**src/logic/csc_pkg.sv**
```systemverilog
package csc_pkg;

	localparam int PIX_W = 8;

	// chroma samples kept for the six-tap filter
	localparam int HIST_DEPTH = 6;
	// pushes between a pair's arrival and its conversion
	localparam int LUMA_DELAY = 3;

	// interpolation taps, middle pair subtracted
	localparam int TAP_OUTER = 21;
	localparam int TAP_MID = 52;
	localparam int TAP_INNER = 159;

	// matrix coefficients, scaled by 2^16
	localparam int K_Y = 76284;
	localparam int K_RV = 104595;
	localparam int K_GU = 25624;
	localparam int K_GV = 53281;
	localparam int K_BU = 132251;

	localparam int Y_OFFSET = 16;
	localparam int C_OFFSET = 128;
	localparam int ROUND = 128;
	localparam int FIR_SHIFT = 8;
	localparam int MAT_SHIFT = 16;

	typedef struct packed {
		logic [PIX_W-1:0] even;
		logic [PIX_W-1:0] odd;
	} luma_pair_t;

	typedef struct packed {
		logic [PIX_W-1:0] u;
		logic [PIX_W-1:0] v;
	} chroma_t;

	// host word is {y_even, y_odd, u, v}
	typedef struct packed {
		luma_pair_t luma;
		chroma_t    chroma;
	} sample_t;

	typedef struct packed {
		logic [PIX_W-1:0] r;
		logic [PIX_W-1:0] g;
		logic [PIX_W-1:0] b;
	} rgb_t;

	typedef enum logic [3:0] {
		IDLE,
		SHIFT,
		FIR_U0,
		FIR_U1,
		FIR_V0,
		FIR_V1,
		MAT_E0,
		MAT_E1,
		MAT_O0,
		MAT_O1,
		DONE
	} step_t;

	// saturate a signed result into 0..255
	function automatic logic [PIX_W-1:0] clip8(input logic signed [31:0] x);
		logic [PIX_W-1:0] res;
		if (x < 0) begin
			res = '0;
		end else if (x > 255) begin
			res = '1;
		end else begin
			res = x[PIX_W-1:0];
		end
		return res;
	endfunction

endpackage

```
**src/logic/csc_step_if.sv**
```systemverilog
// step code from the sequencer, odd chroma from the filter
interface csc_step_if;

	csc_pkg::step_t step;
	logic [csc_pkg::PIX_W-1:0] u_odd;
	logic [csc_pkg::PIX_W-1:0] v_odd;

	modport ctrl (
		output step
	);

	modport fir (
		input  step,
		output u_odd,
		output v_odd
	);

	modport mat (
		input step,
		input u_odd,
		input v_odd
	);

endinterface

```
**src/logic/yuv_to_rgb.sv**
```systemverilog
module yuv_to_rgb (
	input  logic                Clock_50,
	input  logic                Resetn,
	input  csc_pkg::luma_pair_t luma,
	input  csc_pkg::chroma_t    chroma,
	csc_step_if.mat             bus,
	output csc_pkg::rgb_t       rgb_even,
	output csc_pkg::rgb_t       rgb_odd
);

	logic                      odd_px;
	logic                      second;
	logic [csc_pkg::PIX_W-1:0] y_sel;
	logic [csc_pkg::PIX_W-1:0] u_sel;
	logic [csc_pkg::PIX_W-1:0] v_sel;
	logic signed [9:0]         y_d;
	logic signed [9:0]         u_d;
	logic signed [9:0]         v_d;
	logic signed [31:0]        mul_a;
	logic signed [31:0]        mul_b;
	logic signed [31:0]        mul_c;
	logic signed [31:0]        red_sum;
	logic signed [31:0]        green_sum;
	logic signed [31:0]        blue_sum;
	// kept from the first step of a pixel
	logic signed [31:0]        y_term;
	logic signed [31:0]        gu_term;

	always_comb begin
		odd_px = (bus.step == csc_pkg::MAT_O0) || (bus.step == csc_pkg::MAT_O1);
		second = (bus.step == csc_pkg::MAT_E1) || (bus.step == csc_pkg::MAT_O1);
		// odd pixel takes the interpolated chroma
		y_sel = odd_px ? luma.odd : luma.even;
		u_sel = odd_px ? bus.u_odd : chroma.u;
		v_sel = odd_px ? bus.v_odd : chroma.v;
		y_d = 10'($signed({2'b00, y_sel}) - csc_pkg::Y_OFFSET);
		u_d = 10'($signed({2'b00, u_sel}) - csc_pkg::C_OFFSET);
		v_d = 10'($signed({2'b00, v_sel}) - csc_pkg::C_OFFSET);
		// first step: luma, red v and green u; second step: green v and blue u
		mul_a = second ? csc_pkg::K_GV * v_d : csc_pkg::K_Y * y_d;
		mul_b = second ? csc_pkg::K_BU * u_d : csc_pkg::K_RV * v_d;
		mul_c = csc_pkg::K_GU * u_d;
		red_sum = mul_a + mul_b;
		green_sum = y_term - mul_a - gu_term;
		blue_sum = y_term + mul_b;
	end

	always_ff @(posedge Clock_50) begin
		if (bus.step == csc_pkg::MAT_E0 || bus.step == csc_pkg::MAT_O0) begin
			y_term <= mul_a;
			gu_term <= mul_c;
		end
	end

	always_ff @(posedge Clock_50 or negedge Resetn) begin
		if (!Resetn) begin
			rgb_even <= '0;
			rgb_odd <= '0;
		end else begin
			case (bus.step)
				csc_pkg::MAT_E0: rgb_even.r <= csc_pkg::clip8(red_sum >>> csc_pkg::MAT_SHIFT);
				csc_pkg::MAT_E1: begin
					rgb_even.g <= csc_pkg::clip8(green_sum >>> csc_pkg::MAT_SHIFT);
					rgb_even.b <= csc_pkg::clip8(blue_sum >>> csc_pkg::MAT_SHIFT);
				end
				csc_pkg::MAT_O0: rgb_odd.r <= csc_pkg::clip8(red_sum >>> csc_pkg::MAT_SHIFT);
				csc_pkg::MAT_O1: begin
					rgb_odd.g <= csc_pkg::clip8(green_sum >>> csc_pkg::MAT_SHIFT);
					rgb_odd.b <= csc_pkg::clip8(blue_sum >>> csc_pkg::MAT_SHIFT);
				end
				default: ;
			endcase
		end
	end

endmodule

```
**src/flat_wrapper.sv**
```systemverilog
// flat-port wrapper written by rule: the top's interface ports become plain ports
module yuv_to_rgb_flat 
  (Clock_50, Resetn, luma, chroma, rgb_even, rgb_odd, bus_step, bus_u_odd, bus_v_odd);
  csc_step_if bus_i ();
  input  logic Clock_50;
  input  logic Resetn;
  input  csc_pkg::luma_pair_t luma;
  input  csc_pkg::chroma_t chroma;
  output csc_pkg::rgb_t rgb_even;
  output csc_pkg::rgb_t rgb_odd;
  input wire logic [$bits(bus_i.step)-1:0] bus_step;
  input wire logic [$bits(bus_i.u_odd)-1:0] bus_u_odd;
  input wire logic [$bits(bus_i.v_odd)-1:0] bus_v_odd;
  assign bus_i.step = bus_step;
  assign bus_i.u_odd = bus_u_odd;
  assign bus_i.v_odd = bus_v_odd;
  yuv_to_rgb u_core (.Clock_50(Clock_50), .Resetn(Resetn), .luma(luma), .chroma(chroma), .bus(bus_i), .rgb_even(rgb_even), .rgb_odd(rgb_odd));
endmodule
```
**config.mk**
```make
export PLATFORM = sky130hd
export DESIGN_NAME = yuv_to_rgb_flat
export DESIGN_NICKNAME = d
export VERILOG_FILES = /design/src/logic/csc_pkg.sv /design/src/logic/csc_step_if.sv /design/src/logic/yuv_to_rgb.sv /design/src/flat_wrapper.sv
export SDC_FILE = /design/constraint.sdc
export NUM_CORES = 1
export LEC_CHECK = 0
export BUFFER_PORTS_ARGS = -buffer_cell sky130_fd_sc_hd__buf_4
export CAP_MARGIN = 0
export CORE_ASPECT_RATIO = 2
export CORE_MARGIN = 2
export CORE_UTILIZATION = 45
export CTS_CLUSTER_DIAMETER = 200
export CTS_CLUSTER_SIZE = 20
export DETAILED_ROUTE_END_ITERATION = 8
export SYNTH_ARGS = -nofsm -noshare
export SYNTH_HDL_FRONTEND = slang
export SYNTH_SLANG_ARGS = --single-unit
```
**constraint.sdc**
```tcl
create_clock -name Clock_50 -period 5.9 [get_ports Clock_50]
set_input_delay 0 -clock Clock_50 [delete_from_list [all_inputs] [get_ports Clock_50]]
set_output_delay 0 -clock Clock_50 [all_outputs]
set_load 0.005 [all_outputs]
```
After elaboration in Yosys (flattened, before gate mapping)

Cells that the tools add are included.
Widths: inputs -> output; s select.

Register bits: 109
Output and inout bits: 48
Word-level logic and storage cells: 44
Bits of input ports: 54

$mul: 5
Equal/unequal tests: 4
Multiplexer cells: 11
Reductions and logical operators: 3
$lt $le $gt $ge: 6
$add $sub $neg: 7

Operators by type and width:

| cell                  | number |
|---|---|
| $mux 8                | 9 |
| $add 32x32->32        | 2 |
| $mux 32               | 2 |
| $sub 32x32->32        | 2 |
| $gt 16x9->1 const B   | 3 |
| $lt 16x1->1 const B   | 3 |
| $mul 19x9->28 const A | 1 |
| $mul 18x9->27 const A | 1 |
| $mul 17x9->26 const A | 1 |
| $mul 16x9->25 const A | 1 |
| $mul 13x9->22 const A | 1 |
| $sub 8x8->9 const B   | 2 |
| $sub 8x5->9 const B   | 1 |
| $eq 4x3->1 const B    | 2 |
| $eq 4x4->1 const B    | 2 |
| $logic_or 1x1->1      | 3 |

Longest topological paths before layout

Gate-level depths: netlist of the first run.

Word-level depth: 11
Depth in mapped cells: 42
Mapped depth without buffers: 40

Worst setup path after synthesis of the first run

Ideal clock, no wire load.

Path kind: input port to flip-flop
Start point: in bus_step[2]
End point: reg, netlist name u_core.rgb_odd[11]
Buffers on the path: 1
Arrival time: 8.713 ns
Cell stages on the path: 40
Setup slack: -2.944 ns
Path through: nor3b_1 > clkbuf_1 > mux2i_1 > nand2_1 > nor2_1 > xnor2_1 > o21ai_0 > ha_1 > and3_1 > or2_2 > fa_1 > inv_1 > fa_1 > inv_1 > ha_1 > ha_1 > a21oi_1 > o21ai_0 > (+4 left out) > o21bai_1 > a21o_1 > a2111o_1 > a31oi_1 > xor2_1 > o21ai_0 > fa_1 > inv_1 > ha_1 > nor3_1 > a21oi_1 > nor3_1 > a31oi_1 > or3_1 > a211oi_1 > nor2_1 > o21ai_0 > o21ai_0

Cells in the longest elaborated chain, start to end: 11
Elaborated cells on any way between the ends: 18

RTL lines:

| item                                           | RTL line                           | text |
|---|---|---|
| start: declaration                             | flat_wrapper.sv:11                 | `input wire logic [$bits(bus_i.step)-1:0] bus_step;` |
| $eq 4x4->1 (on tied branches)                  | yuv_to_rgb.sv:30, yuv_to_rgb.sv:31 |  |
| $logic_or 1x1->1                               | yuv_to_rgb.sv:30                   | `odd_px = (bus.step == csc_pkg::MAT_O0) \|\| (bus.step == csc_pkg::MAT_O1);` |
| $mux 8 (on tied branches)                      | yuv_to_rgb.sv:35, yuv_to_rgb.sv:33 |  |
| $sub 8x8->9 or $sub 8x5->9 (tied branches)     | yuv_to_rgb.sv:38, yuv_to_rgb.sv:36 |  |
| $mul 17x9->26 or $mul 16x9->25 (tied branches) | yuv_to_rgb.sv:40                   | `mul_a = second ? csc_pkg::K_GV * v_d : csc_pkg::K_Y * y_d;` |
| $mux 32 (*)                                    | yuv_to_rgb.sv:40                   |  |
| net u_core.mul_a[26]                           | yuv_to_rgb.sv:19                   | `logic signed [31:0] mul_a;` |
| $sub 32x32->32 (*) (2 in series)               | yuv_to_rgb.sv:44                   | `green_sum = y_term - mul_a - gu_term;` |
| $gt 16x9->1                                    | csc_pkg.sv:69                      | `end else if (x > 255) begin` |
| $mux 8                                         | csc_pkg.sv:69                      |  |
| $mux 8 (*)                                     | csc_pkg.sv:67                      | `if (x < 0) begin` |

The timed path passes the listed nets; every way through them passes the cells marked *.
A chain may end at the register's enable or synchronous reset.

Worst setup path after layout of the first run

Start point: in bus_step[2]
End point: reg, netlist name u_core.rgb_even[14]

Cells in the longest elaborated chain, start to end: 11
Elaborated cells on any way between the ends: 18

RTL lines:

| item                                           | RTL line |
|---|---|
| $eq 4x4->1 (on tied branches)                  | yuv_to_rgb.sv:30, yuv_to_rgb.sv:31 |
| $logic_or 1x1->1                               | yuv_to_rgb.sv:30 |
| $mux 8 (on tied branches)                      | yuv_to_rgb.sv:35, yuv_to_rgb.sv:33 |
| $sub 8x8->9 or $sub 8x5->9 (tied branches)     | yuv_to_rgb.sv:38, yuv_to_rgb.sv:36 |
| $mul 17x9->26 or $mul 16x9->25 (tied branches) | yuv_to_rgb.sv:40 |
| $mux 32 (*)                                    | yuv_to_rgb.sv:40 |
| net u_core.mul_a[26]                           | yuv_to_rgb.sv:19 |
| $sub 32x32->32 (*) (2 in series)               | yuv_to_rgb.sv:44 |
| $gt 16x9->1                                    | csc_pkg.sv:69 |
| $mux 8                                         | csc_pkg.sv:69 |
| $mux 8 (*)                                     | - |

Marked as above.

==> reports/metrics.cfg, run 1 <==
[drt]
wl_met3_microns=1440
wl_met1_microns=18600
drtAntennaViolNets=0
vias_per_cell=5.29
wl_per_cell_microns=18.4
dr_total_vias=16100
wl_microns=56200
drcViolationCount=0
dr_wl_met2_microns=30700
first_pass_iters=5
top_layer=met5
drtIter0Drc=585

[cts]
cts.sinks=97
clock_latency_ns=0.37
cts_max_level=3
path_clk_slew_ns=0.07
cts_buffers=9
clk_path_buf_depth=2
cts_root_buf=clkbuf_16
cts_tree=built

[yosys]
syn-num-nets=2557
syn_area_sq_mm=0.0174
seq_area_frac_synth=0.154
async_flop_share=0.495
synth_area_per_cell_sq_um=8.93
synth_edf_count=49
yosysTopAreaCell=ha_1
yosys.area.top_type_share=0.317
synth_most_common_cell=ha_1
yosys_warnings=0
synth_area_leaders=ha_1 32%, fa_1 13%, edfxtp_1 8.5%
yosys-top-cells-count=441 x ha_1, 332 x inv_1, 157 x nand2_1
ys_types=77
ys_seq_elements=97
synthFlopType=edfxtp_1
synth_cells=1948

[global_route]
grt_remaining_overflow=0
grt_pass1_wl_microns=86800
antenna_found_initial=1
grt_max_degree=50
grt_usage=0.281
first_global_vias=17300

[flow_run]
timing.max_cap.violations=0

[worst_hold_path]
holdPathStages=3
hold_path.class=input pin to register

[cells_and_area]
diodes=0
area_growth_pct=40.8
drive_gt1_frac=0.339
finalNetCount=3138

[floorplanning]
die_area_sq_mm=0.0403
ios=102
fp.coreArea_sq_mm=0.0380
initial_core_util=0.457
num_rows=101
die_h_microns=282
die_x_microns=143

[status]
status=finished with violations
violations=setup timing

[timing]
grt_setup_unrepaired=yes
hold_violations=0
tightestPinTransition_ns=0.902
timing.slew.headroom=0.397
finalClockSkew_ns=0.0119
setup_viol=48
period_needed_ns=7.78
report.final.slew_viol_count=0
min_period_over_period=1.32
worst_slack_ns=-1.88
clock.fmax_mhz=129

[worst_setup_path]
r2r_slack_ns=2.37
cp_slowest_cell=fa_1
path_common_cell=ha_4
crit_path_max_incr_delay_ns=0.59
cp-end-kind=register
rr_startpoint=u_core.y_term[15]
crit_end=u_core.rgb_even[14]
worstRegToRegCells=15
reg2reg_to=u_core.rgb_even[15]
path_max_fanout=7
arrival_ns=8.00
crit_required_ns=6.12
crit_start=bus_step[2]
path_class=input pin to register
cp-start-kind=input pin

[placement]
globalplace.congestion=0.968
dp_hpwl_microns=47700
io_buffers=101
pre_cts_slack_ns=-2.59

[cells by family after synthesis]
family / synth area share
adders and majority gates: 0.449
muxes: 0.0135
buffers and inverters: 0.0781
and+or+nand+nor: 0.101
AOI/OAI and AO/OA: 0.151
xor gates and xnor gates: 0.0539
DFF: 0.154
[flip-flops by register name, indices dropped and copies added (netlist names)]
signal / count
u_core.y_term: 27
u_core.rgb_even: 24
u_core.rgb_odd: 24
u_core.gu_term: 22
[timing repair]
action / in CTS / in global routing
buffers inserted: 37 / 23
hold buffers: 1 / 0
gates resized for setup: 155 / 116
gates cloned: 1 / 1
setup endpoints to repair: 50 / 51
pin swaps: 96 / 91
endpoints found under the hold margin: 48 / 0
[placed cells by master, fill, tap and decap left out, drive strengths merged, types with 29 or more instances in the layout]
| cell | count |
|---|---|
| buf | 595 |
| ha | 441 |
| inv | 335 |
| nand2 | 157 |
| a21oi | 122 |
| o21ai | 122 |
| fa | 114 |
| nor2 | 103 |
| xnor2 | 62 |
| edfxtp | 49 |
| dfrtp | 48 |
| xor2 | 45 |
| a21o | 36 |
| a31oi | 29 |
[worst min-delay path by stage]
stage / from / endpoint / slack [ns]
after floorplan: Resetn / u_core.rgb_even[0] / -0.30
after global placement: Resetn / u_core.rgb_odd[17] / 0.03
after detailed placement: Resetn / u_core.rgb_odd[23] / 0.03
after CTS: bus_step[0] / u_core.rgb_odd[2] / 0.09
after global routing: bus_step[0] / u_core.rgb_even[3] / 0.12
final: bus_step[0] / u_core.rgb_even[3] / 0.13
[stage by stage]
| step | std cells | util | instance area (sq um) | TNS [ns] | hold slack (ns) |
|---|---|---|---|---|---|
| final | 3049 | 0.643 | 24500 | -78.59 | 0.126 |
| after global routing | 3049 | 0.643 | 24500 | -94.72 | 0.124 |
| after CTS | 3032 | 0.625 | 23800 | -74.45 | 0.0944 |
| after detailed placement | 2978 | 0.590 | 22500 | -119.10 | 0.0336 |
| after global placement | 2978 | 0.590 | 22500 | -112.79 | 0.0307 |
| after floorplan | 1948 | - | 17900 | -69.69 | -0.296 |
[critical path, delay by kind of cell]
family          cells  cell delay (ns)
compound gates     15             2.48
simple gates       10             1.65
fa+ha+maj           8             2.90
mux                 1             0.30
buf+inv             5             0.40
xor+xnor            2             0.28
[layout make-up]
class	count	area [sq um]
Multi-Input combinational cell	1491	14900
Fill cell	3207	13600
Timing Repair Buffer	598	4680
Sequential cell	97	2670
Inverter	332	1250
Tap cell	515	644
Clock buffer	9	225
Clock inverter	7	58.8
[layer usage]
layer,vias to the layer above,GRT usage
met4,2,0.218
met5,-,0
met2,334,0.553
met3,188,0.0241
met1,7744,0.255
li1,7853,-
Power of run 1 is not shown: default switching activity piles up to over one toggle a cycle in this logic, so the estimate is an artifact.
==> run 2, diff against run 1 <==
--- a/config.mk
+++ b/config.mk
@@ -5,14 +5,16 @@
 export SDC_FILE = /design/constraint.sdc
 export NUM_CORES = 1
 export LEC_CHECK = 0
+export ABC_AREA = 1
 export BUFFER_PORTS_ARGS = -buffer_cell sky130_fd_sc_hd__buf_4
 export CAP_MARGIN = 0
 export CORE_ASPECT_RATIO = 2
 export CORE_MARGIN = 2
 export CORE_UTILIZATION = 45
 export CTS_CLUSTER_DIAMETER = 200
-export CTS_CLUSTER_SIZE = 20
+export CTS_CLUSTER_SIZE = 14
 export DETAILED_ROUTE_END_ITERATION = 8
+export PLACE_DENSITY = 0.71
 export SYNTH_ARGS = -nofsm -noshare
 export SYNTH_HDL_FRONTEND = slang
 export SYNTH_SLANG_ARGS = --single-unit
==> run 2 against run 1 <==
The flow still finishes with violations (setup timing). Non-clock buffer count rose by 87. Final area rose by 9.6%. Largest cell class unchanged. Routed wire length rose by 19%. Synthesized area rose by 9.9%. Clock skew rose by 0.0020 ns. Via count rose by 21%. First-iteration DRC count rose by 24%. Count of clock-buffer cells in the layout did not move. Hold slack got worse by 0.058 ns. Setup slack improved by 0.55 ns. Critical path depth rose by 9. Critical path type unchanged.
==> reports/metrics.cfg, run 2 <==
[worst_setup_path]
cp-end-kind=register
cp_slowest_cell=fa_1
rr_startpoint=u_core.y_term[13]
path_max_fanout=8  ; +1
crit_required_ns=6.17  ; +0.05 ns
path_class=input pin to register
crit_start=bus_step[3]
arrival_ns=7.50  ; -0.50 ns
cp-start-kind=input pin
crit_path_max_incr_delay_ns=0.48  ; -0.11 ns

[timing]
tightestPinTransition_ns=0.903  ; +0.000937 ns
report.final.slew_viol_count=0  ; unchanged
grt_setup_unrepaired=yes
setup_viol=48  ; unchanged
clock.fmax_mhz=138  ; +7.5%
worst_slack_ns=-1.33  ; +0.546 ns
finalClockSkew_ns=0.0139  ; +0.00196 ns
period_needed_ns=7.23  ; -0.546 ns
min_period_over_period=1.23  ; -0.0925
hold_violations=0  ; unchanged
hold_slack_ns=0.0679  ; -0.0580 ns
timing.slew.headroom=0.392  ; -0.00575

[yosys]
async_flop_share=0.495  ; unchanged
yosys.area.top_type_share=0.289  ; -0.0285
yosys-top-cells-count=574 x nand2_1, 481 x inv_1, 441 x ha_1
yosysTopAreaCell=ha_1
syn-num-nets=3111  ; +22%
synthFlopType=edfxtp_1
synth_fa_ha_area_frac=0.408  ; -0.0404
yosys.area_share.simple=0.197  ; +0.0963
synthXorXnorAreaFrac=0.0371  ; -0.0168
synth_most_common_cell=nand2_1
ys_seq_elements=97  ; unchanged
yosys_warnings=0  ; unchanged
seq_area_frac_synth=0.140  ; -0.0138
synth_area_leaders=ha_1 29%, fa_1 12%, nand2_1 11%
synthMuxAreaShare=0.00314  ; -0.0103
syn_area_sq_mm=0.0191  ; +9.9%
synth-compound-area-share=0.114  ; -0.0378
synth_area_per_cell_sq_um=7.64  ; -14%
synth_cells=2502  ; +28%
ys_types=70  ; -9.1%
synth_top_family_by_area=adder cells
synth_edf_count=49  ; unchanged

[drt]
wl_per_cell_microns=18.0  ; -2.2%
wl_microns=67100  ; +19%
drtAntennaViolNets=0  ; unchanged
vias_per_cell=5.23  ; -1.0%
drcViolationCount=0  ; unchanged
drtIter0Drc=724  ; +24%
first_pass_iters=5  ; unchanged
dr_total_vias=19500  ; +21%

[flow_run]
timing.max_cap.violations=0  ; unchanged

[cells_and_area]
final_area_sq_mm=0.0268  ; +9.6%
drive_gt1_frac=0.324  ; -0.0158
diodes=0  ; unchanged
final.fill_count=3630  ; +13%
mostFrequentLayoutCells=663 x buf_4, 538 x nand2_1, 450 x inv_1, 394 x ha_1, 137 x a21oi_1
layout_commonest_cell=buf_4
final_core_util=0.640  ; -0.00354
regArea_sq_mm=0.00267  ; unchanged
largest-register=u_core.y_term
area_growth_pct=40.4
finalNetCount=3787  ; +21%
top_regs=u_core.y_term: 27 flops, u_core.rgb_even: 24 flops, u_core.rgb_odd: 24 flops
largest_reg_flops=27  ; unchanged
multi_input_area_sq_mm=0.0160  ; +7.1%

[placement]
globalplace.congestion=0.980  ; +1.2%
io_buffers=101  ; unchanged
dp_hpwl_microns=56900  ; +19%
postPlaceCellArea_sq_mm=0.0247  ; +9.9%

[global_route]
antenna_found_initial=0  ; -1
first_global_vias=20600  ; +19%
grt_pass1_wl_microns=102000  ; +17%
grt_remaining_overflow=0  ; unchanged
grt_usage=0.299  ; +0.0189
grt_max_degree=54  ; +8.0%

[cts]
cts_max_level=3  ; unchanged
clk_path_buf_depth=2  ; unchanged
cts_buffers=9  ; unchanged
cts_tree=built
clock_latency_ns=0.38  ; about the same
cts_root_buf=clkbuf_16
path_clk_slew_ns=0.08  ; about the same
cts.sinks=97  ; unchanged

[worst_hold_path]
hp-start=bus_step[0]
hold_path.class=input pin to register

[status]
violations=setup timing
status=finished with violations

[floorplanning]
num_rows=106  ; +5.0%
die_area_sq_mm=0.0442  ; +9.7%
fp.coreArea_sq_mm=0.0419  ; +10%
die_x_microns=150  ; +4.7%
ios=102  ; unchanged
initial_core_util=0.456  ; -0.00122
die_h_microns=295  ; +4.8%

==> run 2: layer usage <==
metal,vias to the layer above,GRT usage,part of all wire
li1,9496,-,-
met1,9133,0.255,0.31
met2,566,0.601,0.55
met3,292,0.0324,0.037
met4,0,0.245,0.10
met5,-,0,0
==> run 2: worst max-delay path, delay by kind of cell <==
family                     cells  cell delay [ns]
AOI/OAI and AO/OA              5             0.67
buffers and inverters         14             1.39
xor gates and xnor gates       2             0.38
and+or+nand+nor               21             2.58
adders and majority gates      8             2.47
==> run 2: what timing repair did <==
item / CTS / global route
pin swaps: 76 / 113
gates resized for setup: 137 / 154
endpoints found under the hold margin: 48 / 0
setup buffers: 27 / 29
endpoints found under the setup margin: 49 / 48
hold buffers: 1 / 0
==> run 2: final timing paths <==
check,end,slack [ns],cells after the start
setup reg to reg,u_core.rgb_odd[15],2.36,18
min in group asynchronous,u_core.rgb_odd[8],0.17,2
hold / removal,u_core.rgb_even[16],0.07,4
setup / recovery,u_core.rgb_odd[15],-1.33,50
max in group asynchronous,u_core.rgb_odd[23],5.30,2
hold reg to reg,u_core.rgb_odd[13],0.47,2
==> run 2: through the flow <==
| stage | setup TNS [ns] | setup slack (ns) | instances |
|---|---|---|---|
| 2_1_floorplan | -46.20 | -1.19 | 2502 |
| 3_3_place_gp | -90.95 | -2.23 | 3650 |
| 3_5_place_dp | -97.63 | -2.36 | 3650 |
| 4_1_cts | -50.82 | -1.18 | 3694 |
| 5_1_grt | -70.60 | -1.67 | 3723 |
| 6_report | -52.25 | -1.33 | 3723 |
==> run 2: kinds of logic after synthesis <==
kind of cell,count (synthesis)
compound gates,371
buf+inv,507
xor+xnor,78
mux,6
fa+ha+maj,555
simple gates,888
flops,97
==> run 2: cell type report <==
class,instances,area share
clock inverter,7,0.00294
clock buffer,9,0.00840
multi-input combinational,1898,0.597
sequential,97,0.0996
inverter,487,0.0697
tap,540,0.0252
timing repair buffer,685,0.197
Power of run 2 is left out for the same reason.
